**config.mk**
```make
export PLATFORM = sky130hd
export DESIGN_NAME = dcu
export DESIGN_NICKNAME = d
export VERILOG_FILES = /design/src/common/dcu_pkg.sv /design/src/dcache/dcu.sv /design/src/dcache/byte_lane_align.sv
export SDC_FILE = /design/constraint.sdc
export NUM_CORES = 1
export LEC_CHECK = 0
export BUFFER_PORTS_ARGS = -buffer_cell sky130_fd_sc_hd__buf_2
export CORE_ASPECT_RATIO = 0.75
export CORE_MARGIN = 2
export CORE_UTILIZATION = 50
export DETAILED_ROUTE_END_ITERATION = 6
export HOLD_SLACK_MARGIN = 0.05
export PLACE_DENSITY = 0.7
export SLEW_MARGIN = 20
export SYNTH_ARGS = -nofsm -noshare
export SYNTH_HDL_FRONTEND = slang
export SYNTH_SLANG_ARGS = --single-unit
```
**constraint.sdc**
```tcl
create_clock -name clock -period 12.3 [get_ports clock]
set_clock_uncertainty 0.1 [all_clocks]
set_input_delay 1.23 -clock clock [delete_from_list [all_inputs] [get_ports clock]]
set_output_delay 1.23 -clock clock [all_outputs]
set_load 0.03 [all_outputs]
```
**src/common/dcu_pkg.sv**
```systemverilog
package dcu_pkg;

  // data and address width
  localparam int XLEN = 32;

  // everything from here up goes through the line
  localparam logic [XLEN-1:0] CACHE_BASE = 32'ha000_0000;

  localparam int MEM_WORDS    = 1024;
  localparam int SRAM_LATENCY = 3;   // accepted address to response

  // derived widths for the memory model
  localparam int MEM_IDX_W  = $clog2(MEM_WORDS);
  localparam int SRAM_CNT_W = $clog2(SRAM_LATENCY + 1);

  typedef enum logic [1:0] {
    OP_LOAD,
    OP_STORE,
    OP_FLUSH   // write back and drop the line
  } mem_op_e;

  typedef enum logic [1:0] {
    SZ_BYTE,
    SZ_HALF,
    SZ_WORD
  } mem_size_e;

  typedef struct packed {
    mem_op_e         op;
    mem_size_e       size;
    logic [XLEN-1:0] addr;
    logic [XLEN-1:0] wdata;   // low bits, not yet in lane position
  } lsu_req_t;

  typedef struct packed {
    logic [XLEN-1:0] rdata;   // zero-extended load result
  } lsu_rsp_t;

  typedef struct packed {
    logic            valid;
    logic [3:0]      held;    // bytes owned by the line
    logic [29:0]     tag;     // word address
    logic [XLEN-1:0] data;
  } dline_t;

  // master to slave, single beats only
  typedef struct packed {
    logic            aw_valid;
    logic [XLEN-1:0] aw_addr;
    logic [2:0]      aw_size;
    logic            w_valid;
    logic [XLEN-1:0] w_data;
    logic [3:0]      w_strb;
    logic            b_ready;
    logic            ar_valid;
    logic [XLEN-1:0] ar_addr;
    logic [2:0]      ar_size;
    logic            r_ready;
  } axi_req_t;

  typedef struct packed {
    logic            aw_ready;
    logic            w_ready;
    logic            b_valid;
    logic            ar_ready;
    logic            r_valid;
    logic [XLEN-1:0] r_data;
  } axi_rsp_t;

endpackage
```
**src/dcache/dcu.sv**
```systemverilog
`timescale 1ns/1ps

module dcu
  import dcu_pkg::*;
(
  input  logic     clock,
  input  logic     reset,
  input  lsu_req_t req,
  input  logic     req_valid,
  output logic     req_ready,
  output lsu_rsp_t rsp,
  output logic     rsp_valid,
  input  logic     rsp_ready,
  output axi_req_t axi_req,
  input  axi_rsp_t axi_rsp
);

  typedef enum logic [2:0] {
    S_IDLE,
    S_WB,     // held bytes going out
    S_FILL,   // full word coming in
    S_UNC,    // single uncached beat
    S_RESP
  } state_e;

  state_e   state;
  lsu_req_t req_q;
  lsu_rsp_t rsp_q;
  dline_t   line;
  axi_req_t axi_q;

  logic [3:0]      req_strb;
  logic [XLEN-1:0] req_lane;
  logic [XLEN-1:0] hit_merged;
  logic [XLEN-1:0] hit_load;
  logic [3:0]      q_strb;
  logic [XLEN-1:0] q_merged;
  logic [XLEN-1:0] axi_load;

  logic cacheable;
  logic tag_match;
  logic covered;
  logic dirty;
  logic load_hit;
  logic store_hit;

  // incoming request against the line
  byte_lane_align u_align_req (
    .addr       (req.addr),
    .size       (req.size),
    .wdata      (req.wdata),
    .line_data  (line.data),
    .mem_word   (line.data),
    .strb       (req_strb),
    .wdata_lane (req_lane),
    .merged     (hit_merged),
    .load_data  (hit_load)
  );

  // registered request against bus data
  byte_lane_align u_align_axi (
    .addr       (req_q.addr),
    .size       (req_q.size),
    .wdata      (req_q.wdata),
    .line_data  (line.data),
    .mem_word   (axi_rsp.r_data),
    .strb       (q_strb),
    .wdata_lane (),
    .merged     (q_merged),
    .load_data  (axi_load)
  );

  assign cacheable = req.addr >= CACHE_BASE;
  assign tag_match = line.valid && (line.tag == req.addr[XLEN-1:2]);
  assign covered   = (req_strb & ~line.held) == 4'b0000;  // every needed byte present
  assign dirty     = line.valid && (line.held != 4'b0000);
  assign load_hit  = cacheable && (req.op == OP_LOAD) && tag_match && covered;
  assign store_hit = cacheable && (req.op == OP_STORE) && (tag_match || !line.valid);

  assign req_ready = (state == S_IDLE);
  assign rsp_valid = (state == S_RESP);
  assign rsp       = rsp_q;
  assign axi_req   = axi_q;

  always_ff @(posedge clock) begin
    if (reset) begin
      state          <= S_IDLE;
      line.valid     <= 1'b0;
      line.held      <= 4'b0000;
      axi_q.aw_valid <= 1'b0;
      axi_q.w_valid  <= 1'b0;
      axi_q.b_ready  <= 1'b0;
      axi_q.ar_valid <= 1'b0;
      axi_q.r_ready  <= 1'b0;
    end else begin
      unique case (state)
        S_IDLE: begin
          if (req_valid) begin
            req_q       <= req;
            rsp_q.rdata <= '0;
            if (req.op != OP_FLUSH && !cacheable) begin
              if (req.op == OP_STORE) begin
                axi_q.aw_valid <= 1'b1;
                axi_q.w_valid  <= 1'b1;
                axi_q.b_ready  <= 1'b1;
                axi_q.aw_addr  <= req.addr;
                axi_q.aw_size  <= {1'b0, req.size};
                axi_q.w_data   <= req_lane;
                axi_q.w_strb   <= req_strb;
              end else begin
                axi_q.ar_valid <= 1'b1;
                axi_q.r_ready  <= 1'b1;
                axi_q.ar_addr  <= req.addr;
                axi_q.ar_size  <= {1'b0, req.size};
              end
              state <= S_UNC;
            end else if (load_hit) begin
              rsp_q.rdata <= hit_load;
              state       <= S_RESP;
            end else if (store_hit) begin
              line.valid <= 1'b1;
              line.tag   <= req.addr[XLEN-1:2];
              line.data  <= hit_merged;
              line.held  <= line.held | req_strb;
              state      <= S_RESP;
            end else if (dirty) begin
              // push out what the line owns first
              axi_q.aw_valid <= 1'b1;
              axi_q.w_valid  <= 1'b1;
              axi_q.b_ready  <= 1'b1;
              axi_q.aw_addr  <= {line.tag, 2'b00};
              axi_q.aw_size  <= 3'd2;
              axi_q.w_data   <= line.data;
              axi_q.w_strb   <= line.held;
              state          <= S_WB;
            end else if (req.op == OP_LOAD) begin
              axi_q.ar_valid <= 1'b1;
              axi_q.r_ready  <= 1'b1;
              axi_q.ar_addr  <= {req.addr[XLEN-1:2], 2'b00};
              axi_q.ar_size  <= 3'd2;
              state          <= S_FILL;
            end else if (req.op == OP_FLUSH) begin
              line.valid <= 1'b0;  // nothing to write back
              line.held  <= 4'b0000;
              state      <= S_RESP;
            end else begin
              line.valid <= 1'b1;
              line.tag   <= req.addr[XLEN-1:2];
              line.data  <= hit_merged;
              line.held  <= req_strb;
              state      <= S_RESP;
            end
          end
        end

        S_WB: begin
          if (axi_rsp.aw_ready) axi_q.aw_valid <= 1'b0;
          if (axi_rsp.w_ready)  axi_q.w_valid  <= 1'b0;
          if (axi_rsp.b_valid && axi_q.b_ready) begin
            axi_q.b_ready <= 1'b0;
            line.held     <= 4'b0000;  // memory has them now
            unique case (req_q.op)
              OP_LOAD: begin
                axi_q.ar_valid <= 1'b1;
                axi_q.r_ready  <= 1'b1;
                axi_q.ar_addr  <= {req_q.addr[XLEN-1:2], 2'b00};
                axi_q.ar_size  <= 3'd2;
                state          <= S_FILL;
              end
              OP_STORE: begin
                // new tag owns only the stored bytes
                line.valid <= 1'b1;
                line.tag   <= req_q.addr[XLEN-1:2];
                line.data  <= q_merged;
                line.held  <= q_strb;
                state      <= S_RESP;
              end
              default: begin
                line.valid <= 1'b0;
                state      <= S_RESP;
              end
            endcase
          end
        end

        S_FILL: begin
          if (axi_rsp.ar_ready) axi_q.ar_valid <= 1'b0;
          if (axi_rsp.r_valid && axi_q.r_ready) begin
            axi_q.r_ready <= 1'b0;
            line.valid    <= 1'b1;
            line.held     <= 4'b1111;
            line.tag      <= req_q.addr[XLEN-1:2];
            line.data     <= axi_rsp.r_data;
            rsp_q.rdata   <= axi_load;
            state         <= S_RESP;
          end
        end

        S_UNC: begin
          if (axi_rsp.aw_ready) axi_q.aw_valid <= 1'b0;
          if (axi_rsp.w_ready)  axi_q.w_valid  <= 1'b0;
          if (axi_rsp.ar_ready) axi_q.ar_valid <= 1'b0;
          if (axi_rsp.b_valid && axi_q.b_ready) begin
            axi_q.b_ready <= 1'b0;
            state         <= S_RESP;
          end
          if (axi_rsp.r_valid && axi_q.r_ready) begin
            axi_q.r_ready <= 1'b0;
            rsp_q.rdata   <= axi_load;
            state         <= S_RESP;
          end
        end

        S_RESP: begin
          if (rsp_ready) state <= S_IDLE;  // held until taken
        end

        default: state <= S_IDLE;
      endcase
    end
  end

endmodule

```
**src/dcache/byte_lane_align.sv**
```systemverilog
`timescale 1ns/1ps

module byte_lane_align
  import dcu_pkg::*;
(
  input  logic [31:0] addr,
  input  mem_size_e   size,
  input  logic [31:0] wdata,
  input  logic [31:0] line_data,
  input  logic [31:0] mem_word,
  output logic [3:0]  strb,
  output logic [31:0] wdata_lane,
  output logic [31:0] merged,
  output logic [31:0] load_data
);

  logic [3:0]  base_strb;
  logic [31:0] lane_mask;
  logic [31:0] word_shifted;
  logic [31:0] ext_mask;

  // strobe and result width by access size
  always_comb begin
    unique case (size)
      SZ_BYTE: begin
        base_strb = 4'b0001;
        ext_mask  = 32'h0000_00ff;
      end
      SZ_HALF: begin
        base_strb = 4'b0011;
        ext_mask  = 32'h0000_ffff;
      end
      default: begin
        base_strb = 4'b1111;
        ext_mask  = 32'hffff_ffff;
      end
    endcase
  end

  assign strb       = base_strb << addr[1:0];
  assign wdata_lane = wdata << {addr[1:0], 3'b000};

  // one byte of mask per strobe bit
  assign lane_mask = {{8{strb[3]}}, {8{strb[2]}}, {8{strb[1]}}, {8{strb[0]}}};
  assign merged    = (line_data & ~lane_mask) | (wdata_lane & lane_mask);

  // addressed bytes down to bit 0, upper bits cleared
  assign word_shifted = mem_word >> {addr[1:0], 3'b000};
  assign load_data    = word_shifted & ext_mask;

endmodule

```
==> results.md, run 1 <==
* Core area at 27200 sq um
* Via/cell ratio at 6.21
* First-pass GRT wire length at 64800 microns
* Die span in y at 149 microns
* Reg2Reg Depth at 6
* Area fraction in compound gates after synthesis at 0.160
* Chip width at 197 microns
* Cts bufs inserted at 29
* Post-synth EDFFs at 266
* GR Layer Usage met3 at 0.0578
* Worst Hold Class: reg -> reg
* CTS tree: built
* CP max FO at 53
* Clock network power share at 0.277
* DP Area at 15500 sq um
* Port bufs at 251
* Layout cell share with drive strength beyond 1 at 0.238
* All-Layer GR Usage at 0.293
* Lkg Pwr at 6.29 nW
* Sink Count at 279
* Number of global-route vias before repair at 10.6k
* Routed wire length at 43700 microns
* Post-synthesis cell area at 13900 sq um
* Yosys reg bits at 279
* Crit path cell chain: buf_2, buf_4, nor3_1, o21bai_1, o211ai_1, or4_4, a41o_1, nand4b_1, a21oi_1
* Final hold violations at 0
* Clk pin slew, worst setup/hold paths at 70 ps
* Count leader, synth: nand2_1
* Fin. max-slew vios at 0
* Leading area contributor after synthesis: edfxtp_1
* Starting density of the core at 0.512
* DR vias at 11.5k
* Met1 usage at 0.461
* I/O Pins at 254
* CTS Buffer Depth at 3
* Comb pwr share at 0.279
* Multi-input gate area at 5350 sq um
* CP endpoint kind: flop
* Crit share post-route at 0.368
* Synth top area share at 0.573
* Slowest stage cell, crit path: a21oi_1
* Commonest cells in the netlist: nand2_1, edfxtp_1, o21ai_0, clkbuf_1, mux2i_1
* FMAX at 221 MHz
* Worst slew margin at 0.252
* Clk Latency, worst-skew pair at 560 ps
* Yosys warnings at 0
* Post-synthesis simple-gate area fraction at 0.131
* Final nets at 1581
* Pwr dens at 179 nW/um^2
* Status: completed
* Net Sw Frac at 0.348
* Final design utilization at 0.601
* Syn Inst Count at 1256
* Hold buffers post-CTS at 0
* Ys async rst share at 0
* Synthesis-to-finish area growth at 17.3%
* Post-Synth Adder-Cell Area at 0
* RePlAce Congestion at 0.896
* Worst VDD drop at 0.106 mV
* Worst Path Arrival at 4600 ps
* Actual slew at the worst max-slew pin at 1120 ps
* Delay-heaviest family, CP: compound AO/OA/AOI/OAI gates
* Post-synthesis cell type count at 63
* Largest cells by area after synthesis: edfxtp_1, nand2_1, mux2i_1, o21ai_0, a22o_1
* Worst path depth at 9
* Worst stage delay on the critical path at 950 ps
* Critical path class: in -> reg
* Largest net degree at the start of global routing at 77
* Post-Synth XOR/XNOR Area at 0.0182
* Cell row count at 52
* DR DRC count at 0
* GR Util met2 at 0.405
* Design internal power at 1.90 mW
* CTS root buf: clkbuf_16
* Fraction of the yosys area taken by sequential cells at 0.592
* Top_reg_cell synth: edfxtp_1
* Switch Pwr at 1.02 mW
* Fin area at 16300 sq um
* H-tree depth at 1
* Largest family of logic cells by synthesized area: compound AO/OA/AOI/OAI gates
* Layout fillers at 2320
* CP startpoint kind: input pin
* Final ANT Viol Nets at 0
* First-pass iteration count of the detailed router at 5
* WHS Path Cells at 2
* Multiplexer share of the synthesized area at 0.0709
* Min Clock Period, post-route at 4530 ps
* Routed len/inst at 23.7 microns
* Die area at 29200 sq um
* Initial DRC count at 1535
* Dpl hpwl at 30000 microns
* RSZ-0062 raised after global routing: false
* Max cap viols at 0
* CP bufs+invs at 2
* Register area at 8250 sq um
* Mapped Avg Cell Area at 11.1 sq um
* # resized after CTS at 0
* Post-route setup TNS at 0 ps
* Initial antenna violation count at 2
* Layer with the highest usage: met1
* GR Overflow Total at 0
* Req. time, crit path at 12370 ps
* Seq pwr share at 0.444
* Number of setup buffers added after CTS at 0
* Setup Viol. Count Final at 0
## worst min-delay path, delay by kind of cell (launching register included)
| family | cells | cell delay [ps] |
|---|---|---|
| AOI/OAI and AO/OA | 1 | 70 |
| DFF | 1 | 310 |
| and+or+nand+nor | 1 | 50 |
## final timing paths
kind	from	to	slack, ps
worst max-delay path	req[32]	flop	7770
worst min-delay path	axi_req[74]$_SDFFE_PP0P_	axi_req[74]$_SDFFE_PP0P_	380
worst max register to register	line[63]$_SDFFE_PP0P_	flop	8320
worst min register to register	axi_req[74]$_SDFFE_PP0P_	axi_req[74]$_SDFFE_PP0P_	380
## final cells by class
type | instances | share of cell area
inverters | 13 | 0.00306
clock buffers | 34 | 0.0456
diodes | 2 | 0.000306
clock inverters | 18 | 0.00590
flip-flops and latches | 279 | 0.505
repair buffers | 270 | 0.0864
multi-input cells | 879 | 0.327
well taps | 351 | 0.0269
## power groups by stage
| stage | combinational (mW) | sequential, mW | clock, mW |
|---|---|---|---|
| global placement | 0.782 | 1.31 | 0 |
| global route | 0.870 | 1.31 | 0.851 |
| floorplan | 0.441 | 1.39 | 0 |
| CTS | 0.799 | 1.30 | 0.815 |
| finish | 0.816 | 1.30 | 0.809 |
| detailed placement | 0.797 | 1.31 | 0 |
## stage by stage
step	setup WS [ps]	hold WS (ps)	power, mW	instances
5_1_grt	7690	419	3.03	1845
3_5_place_dp	7390	359	2.11	1791
2_1_floorplan	5300	374	1.83	1257
4_1_cts	7930	384	2.91	1843
6_report	7770	383	2.92	1846
3_3_place_gp	7490	379	2.09	1791
## cell usage in the layout (no fill, tap or decap), drive strengths merged, types with 23 or more instances in the layout
| cell | netlist | routed |
|---|---|---|
| nor2b | 23 | 23 |
| clkbuf | 70 | 34 |
| nor2 | 47 | 47 |
| a22o | 39 | 39 |
| edfxtp | 266 | 266 |
| o21ai | 128 | 128 |
| a21oi | 48 | 48 |
| mux2i | 65 | 65 |
| nand2 | 295 | 295 |
| buf | 16 | 270 |
## routing by layer
layer	part of all wire	routed length [microns]
met4	0.027	1200
met5	0	0
met3	0.12	5080
met1	0.44	19300
met2	0.41	18100
## logic make-up after synthesis
family | after synthesis
other | 1
muxes | 87
DFF | 279
xor gates and xnor gates | 29
buffers and inverters | 99
and+or+nand+nor | 422
AOI/OAI and AO/OA | 339
(Power assumes the default switching activity.)
==> run 2: changes to the inputs <==
--- a/config.mk
+++ b/config.mk
@@ -5,6 +5,7 @@
 export SDC_FILE = /design/constraint.sdc
 export NUM_CORES = 1
 export LEC_CHECK = 0
+export ABC_AREA = 1
 export BUFFER_PORTS_ARGS = -buffer_cell sky130_fd_sc_hd__buf_2
 export CORE_ASPECT_RATIO = 0.75
 export CORE_MARGIN = 2
==> constraint.sdc (replaced) <==
create_clock -name clock -period 4.5 [get_ports clock]
set_clock_uncertainty 0.1 [all_clocks]
set_input_delay 0.45 -clock clock [delete_from_list [all_inputs] [get_ports clock]]
set_output_delay 0.45 -clock clock [all_outputs]
set_load 0.03 [all_outputs]
==> results.md, run 2 <==
* Status: complete, but fails checks
* Failing checks: design-rule violations
* CP endpoint kind: flop
* Post-Layout Cell Count at 2106
* Number of setup buffers added after CTS at 0
* Synthesis-to-finish area growth at 23.0%
* Hold endpoint: req_q[67]$_DFFE_PP_
* Worst Hold Class: in -> reg
* Commonest non-fill, non-tap cell in the layout: nand2_1
* CP max FO at 16
* Crit share post-route at 0.805
* Synth top area share at 0.575
* Setup Viol. Count Final at 0
* Post-route setup TNS at 0 ps
* Switch Pwr at 4.04 mW
* I/O Pins at 254
* Initial DRC count at 1570
* Core area at 27100 sq um
* Worst VDD drop at 0.438 mV
* Yosys warnings at 0
* Layout fillers at 2223
* Crit path top cell by count: nand2_1
* Final design utilization at 0.630
* CTS Buffer Depth at 3
* Port bufs at 251
* Min Clock Period, post-route at 3620 ps
* Die area at 29100 sq um
* Most frequent cells in the layout: nand2_1, edfxtp_1, buf_2, inv_1, o21ai_0
* Fin Hold WS at 74.3 ps
* Ys async rst share at 0
* CP bufs+invs at 4
* Multi-input gate area at 4680 sq um
* Slowest stage cell, crit path: o21ai_0
* Largest net degree at the start of global routing at 105
* Routed wire length at 48600 microns
* Critical path class: in -> reg
* Commonest cells in the netlist: nand2_1, edfxtp_1, inv_1, o21ai_0, nor2_1
* Via/cell ratio at 5.95
* Layout cell share with drive strength beyond 1 at 0.202
* Die span in y at 148 microns
* First-pass GRT wire length at 70900 microns
* Clk pin slew, worst setup/hold paths at 60 ps
* Cts bufs inserted at 29
* R2r startpoint: line[33]$_DFFE_PP_
* Reg2Reg Setup Slack at 1090 ps
* DR DRC count at 13
* DR vias at 12.5k
* RePlAce Congestion at 0.970
* Routed len/inst at 23.1 microns
* Largest cells by area after synthesis: edfxtp_1, nand2_1, o21ai_0, inv_1, o22ai_1
* Hold path startpoint: req[67]
* Delay-heaviest family, CP: simple AND/OR/NAND/NOR gates
* Post-synthesis cell type count at 43
* Final hold violations at 0
* CTS root buf: clkbuf_16
* Clk Latency, worst-skew pair at 550 ps
* First-pass iteration count of the detailed router at 7
* Yosys reg bits at 279
* Number of global-route vias before repair at 11.4k
* WHS Path Cells at 1
* Net Sw Frac at 0.399
* Syn Inst Count at 1443
* Hold buffers post-CTS at 64
* Worst Path Arrival at 3830 ps
* Design internal power at 6.09 mW
* GR Overflow Total at 0
* Inst Count DP at 1989
* # resized after CTS at 0
* Starting density of the core at 0.512
* CP startpoint kind: input pin
* Fin. max-slew vios at 0
* Final ANT Viol Nets at 0
* Post-synthesis cell area at 13900 sq um
* Cell row count at 52
* Worst stage delay on the critical path at 580 ps
* Reg2Reg Depth at 11
* Leading area contributor after synthesis: edfxtp_1
* Seq pwr share at 0.391
* Dpl hpwl at 33800 microns
* Lkg Pwr at 6.98 nW
* Max cap viols at 0
* Sink Count at 279
* Crit path cell chain: dlygate4sd3_1, buf_2, inv_1, nand2_1, nand2_1, nand2_1, nor2_1, nand2_1, nor2_1, nand3_1, clkinv_1, nand4_2, o21ai_0
* Clock network power share at 0.243
* RSZ-0062 raised after global routing: false
* Post-synth EDFFs at 266
* Mapped Avg Cell Area at 9.63 sq um
* FMAX at 276 MHz
* Comb pwr share at 0.365
* R2R Path End: rsp[19]$_DFFE_PP_
* Final nets at 1842
* CTS tree: built
* Count leader, synth: nand2_1
* Actual slew at the worst max-slew pin at 1120 ps
* Pwr dens at 593 nW/um^2
* Initial antenna violation count at 2
* Chip width at 196 microns
* Req. time, crit path at 4710 ps
* All-Layer GR Usage at 0.324
* Register area at 8250 sq um
* Fraction of the yosys area taken by sequential cells at 0.594
* Top_reg_cell synth: edfxtp_1
* Worst slew margin at 0.253
* H-tree depth at 1
-- run 2: cell count changes after synthesis, sizes merged, moves of 35 or more --
| cell | change |
|---|---|
| inv | +163 |
| mux2i | -65 |
| o22ai | +57 |
| nor2 | +45 |
| nand2 | +41 |
| a22o | -39 |
| o221ai | +35 |
-- run 2: through the flow --
stage          setup WS, ps  area [sq um]  power, mW
2_1_floorplan          94.2         13900       6.36
3_3_place_gp           1100         15500       7.49
3_5_place_dp           1040         15500       7.56
4_1_cts                1050         17100       10.0
5_1_grt                 734         17100       10.5
6_report                880         17100       10.1
-- run 2: per-layer routing --
layer | global-route usage | vias up | part of all wire
li1 | - | 5681 | -
met1 | 0.497 | 5847 | 0.42
met2 | 0.437 | 925 | 0.40
met3 | 0.110 | 80 | 0.15
met4 | 0.0765 | 4 | 0.022
met5 | 0.0185 | - | 0.0016
-- run 2: final cells by class --
type,count,share of cell area
sequential,279,0.483
tap,351,0.0257
timing repair buffer,340,0.123
multi-input combinational,902,0.274
clock buffer,41,0.0463
inverter,181,0.0398
clock inverter,11,0.00901
antenna,1,0.000146
-- run 2: worst register-to-register path: cells and delay by family, from the launching register on --
family | cells | cell delay, ps
AND/OR/NAND/NOR | 8 | 1680
buffers and inverters | 2 | 390
AO/OA/AOI/OAI | 1 | 580
flip-flops | 1 | 430
-- run 2: how the worst max path moves through the flow --
stage,startpoint,end,slack [ps],cells after the start
floorplan,state[1]$_SDFFE_PP0P_,req_q[0]$_DFFE_PP_,90,5
global placement,req[33],rsp[19]$_DFFE_PP_,1100,11
detailed placement,req[33],rsp[19]$_DFFE_PP_,1040,11
CTS,req[41],rsp[19]$_DFFE_PP_,1050,13
global route,req[41],rsp[19]$_DFFE_PP_,730,13
finish,req[40],rsp[19]$_DFFE_PP_,880,13
-- run 2: kinds of logic (layout without fill, tap and decap cells) --
| group | Yosys count | in the layout | share of synthesized area |
|---|---|---|---|
| XOR/XNOR | 19 | 19 | 0.0120 |
| buffers and inverters | 263 | 573 | 0.0743 |
| other | 1 | 3 | 0.000270 |
| AO/OA/AOI/OAI | 419 | 419 | 0.186 |
| AND/OR/NAND/NOR | 462 | 462 | 0.134 |
| flip-flops | 279 | 279 | 0.594 |
-- run 2: power groups by stage --
stage / sequential (mW) / combinational (mW) / clock, mW
floorplan: 4.44 / 1.92 / 0
global placement: 3.99 / 3.51 / 0
detailed placement: 4.00 / 3.55 / 0
CTS: 3.95 / 3.61 / 2.47
global route: 4.01 / 3.94 / 2.56
finish: 3.97 / 3.70 / 2.46
==> run 3: changes to the inputs <==
--- a/config.mk
+++ b/config.mk
@@ -12,7 +12,7 @@
 export CORE_UTILIZATION = 50
 export DETAILED_ROUTE_END_ITERATION = 6
 export HOLD_SLACK_MARGIN = 0.05
-export PLACE_DENSITY = 0.7
+export PLACE_DENSITY = 0.73
 export SLEW_MARGIN = 20
 export SYNTH_ARGS = -nofsm -noshare
 export SYNTH_HDL_FRONTEND = slang
==> constraint.sdc (replaced) <==
create_clock -name clock -period 3.2 [get_ports clock]
set_clock_uncertainty 0.1 [all_clocks]
set_input_delay 0.32 -clock clock [delete_from_list [all_inputs] [get_ports clock]]
set_output_delay 0.32 -clock clock [all_outputs]
set_load 0.03 [all_outputs]
==> results.md, run 3 (synthesized netlist as in run 2, its figures left out) <==
* Dpl hpwl at 34600 microns
* Design internal power at 8.62 mW
* Worst Setup SP: req[45]
* Initial antenna violation count at 2
* Most frequent cells in the layout: nand2_1, edfxtp_1, buf_2, inv_1, o21ai_0
* Final nets at 1880
* CTS root buf: clkbuf_16
* Crit path cell chain: dlygate4sd3_1, buf_2, inv_1, nand2_1, nand2_1, nand2_1, nor2_1, nand2_1, nor2_1, nand2_1, nand2_1, nand2_2, nand3_1, nand4_1, a21oi_1, buf_4
* Layout fillers at 2220
* Net Sw Frac at 0.397
* Core area at 27100 sq um
* Clk pin slew, worst setup/hold paths at 60 ps
* All-Layer GR Usage at 0.329
* Layout cell share with drive strength beyond 1 at 0.214
* Sink Count at 279
* Req. time, crit path at 3350 ps
* Die span in y at 148 microns
* Final ANT Viol Nets at 0
* FMAX at 355 MHz
* R2r startpoint: line[42]$_DFFE_PP_
* Number of global-route vias before repair at 11.8k
* I/O Pins at 254
* Worst stage delay on the critical path at 530 ps
* Crit share post-route at 0.880
* Delay-heaviest family, CP: simple AND/OR/NAND/NOR gates
* Number of setup buffers added after CTS at 0
* Actual slew at the worst max-slew pin at 828 ps
* CP endpoint kind: flop
* Clk Latency, worst-skew pair at 550 ps
* Seq pwr share at 0.389
* Slowest stage cell, crit path: dlygate4sd3_1
* Cts bufs inserted at 29
* Clock network power share at 0.237
* DR DRC count at 1
* Initial DRC count at 1815
* Max cap viols at 0
* Die area at 29100 sq um
* Chip width at 196 microns
* GR Overflow Total at 0
* Reg2Reg Setup Slack at 420 ps
* Status: complete, but fails checks
* Lkg Pwr at 7.16 nW
* Final hold violations at 0
* RePlAce Congestion at 0.991
* Port bufs at 251
* Comb pwr share at 0.374
* Worst Hold Class: in -> reg
* Worst path depth at 16
* Inst Count DP at 2012
* H-tree depth at 1
* DR vias at 12.8k
* Routed wire length at 48700 microns
* CTS Buffer Depth at 3
* Fin. max-slew vios at 0
* RSZ-0062 raised after global routing: false
* Min Clock Period, post-route at 2810 ps
* First-pass iteration count of the detailed router at 7
* Final total power at 14.3 mW
* Switch Pwr at 5.67 mW
* Failing checks: design-rule violations
* CP max FO at 8
* Post-route setup TNS at 0 ps
* Pwr dens at 819 nW/um^2
* Cell row count at 52
* Worst Path Arrival at 2970 ps
* Reg2Reg Depth at 12
* Largest net degree at the start of global routing at 66
* Starting density of the core at 0.512
* Multi-input gate area at 4690 sq um
* Fin Hold WS at 57.6 ps
* Synthesis-to-finish area growth at 25.5%
* CP startpoint kind: input pin
* Routed len/inst at 22.7 microns
* Critical path class: in -> reg
* CTS tree: built
* Commonest non-fill, non-tap cell in the layout: nand2_1
* Worst VDD drop at 0.524 mV
* # resized after CTS at 0
* Worst slew margin at 0.442
* Post-Layout Cell Count at 2145
* Register area at 8250 sq um
* Setup Viol. Count Final at 0
* Via/cell ratio at 5.96
* Crit path top cell by count: nand2_1
* CP bufs+invs at 4
* First-pass GRT wire length at 72000 microns
[run 3: per-stage QoR]
step | util | setup slack [ps] | cell area (sq um)
floorplan | - | -606 | 13900
global placement | 0.579 | 514 | 15700
detailed placement | 0.579 | 461 | 15700
CTS | 0.643 | 480 | 17400
global route | 0.643 | 209 | 17400
finish | 0.643 | 385 | 17400
[run 3: repair_timing]
item                                   in CTS  in global routing
endpoints found under the hold margin      81                  0
setup endpoints to repair                   0                  0
hold buffers                               79                  0
[run 3: area by class of cell]
class                      count  area share
sequential                   279       0.473
multi-input combinational    902       0.269
timing repair buffer         378       0.140
clock buffer                  34      0.0427
inverter                     181      0.0390
tap                          351      0.0252
clock inverter                18      0.0110
antenna                        2    0.000287
[run 3: metal layers]
metal	wire length, microns	share of wire	global-route usage	up-vias
li1	-	-	-	5773
met1	20500	0.42	0.505	5917
met2	19700	0.40	0.449	989
met3	7370	0.15	0.111	96
met4	1130	0.023	0.0735	2
met5	10	0.00021	0	-
[run 3: power by group through the flow]
stage / logic (mW) / registers (mW) / clock network (mW)
global route: 5.73 / 5.62 / 3.54
CTS: 5.24 / 5.54 / 3.41
floorplan: 2.72 / 6.22 / 0
detailed placement: 5.15 / 5.61 / 0
global placement: 5.07 / 5.59 / 0
finish: 5.35 / 5.55 / 3.39
[run 3: how the worst min path moves through the flow]
| stage | startpoint | to | slack [ps] | cells past startpoint |
|---|---|---|---|---|
| 4_1_cts | axi_rsp[20] | flop | 50 | 3 |
| 2_1_floorplan | reset | state[0]$_SDFFE_PP0P_ | 280 | 1 |
| 3_5_place_dp | axi_req[110]$_SDFFE_PP0P_ | axi_req[110]$_SDFFE_PP0P_ | 340 | 2 |
| 6_report | axi_rsp[20] | flop | 60 | 3 |
| 5_1_grt | axi_rsp[35] | axi_req[74]$_SDFFE_PP0P_ | 80 | 5 |
| 3_3_place_gp | axi_req[36]$_SDFFE_PP0P_ | axi_req[36]$_SDFFE_PP0P_ | 330 | 2 |
[run 3: tightest hold or removal path: cells and delay by family]
kind / cells / cell delay [ps]
and+or+nand+nor: 1 / 70
buffers and inverters: 1 / 120
AOI/OAI and AO/OA: 1 / 90
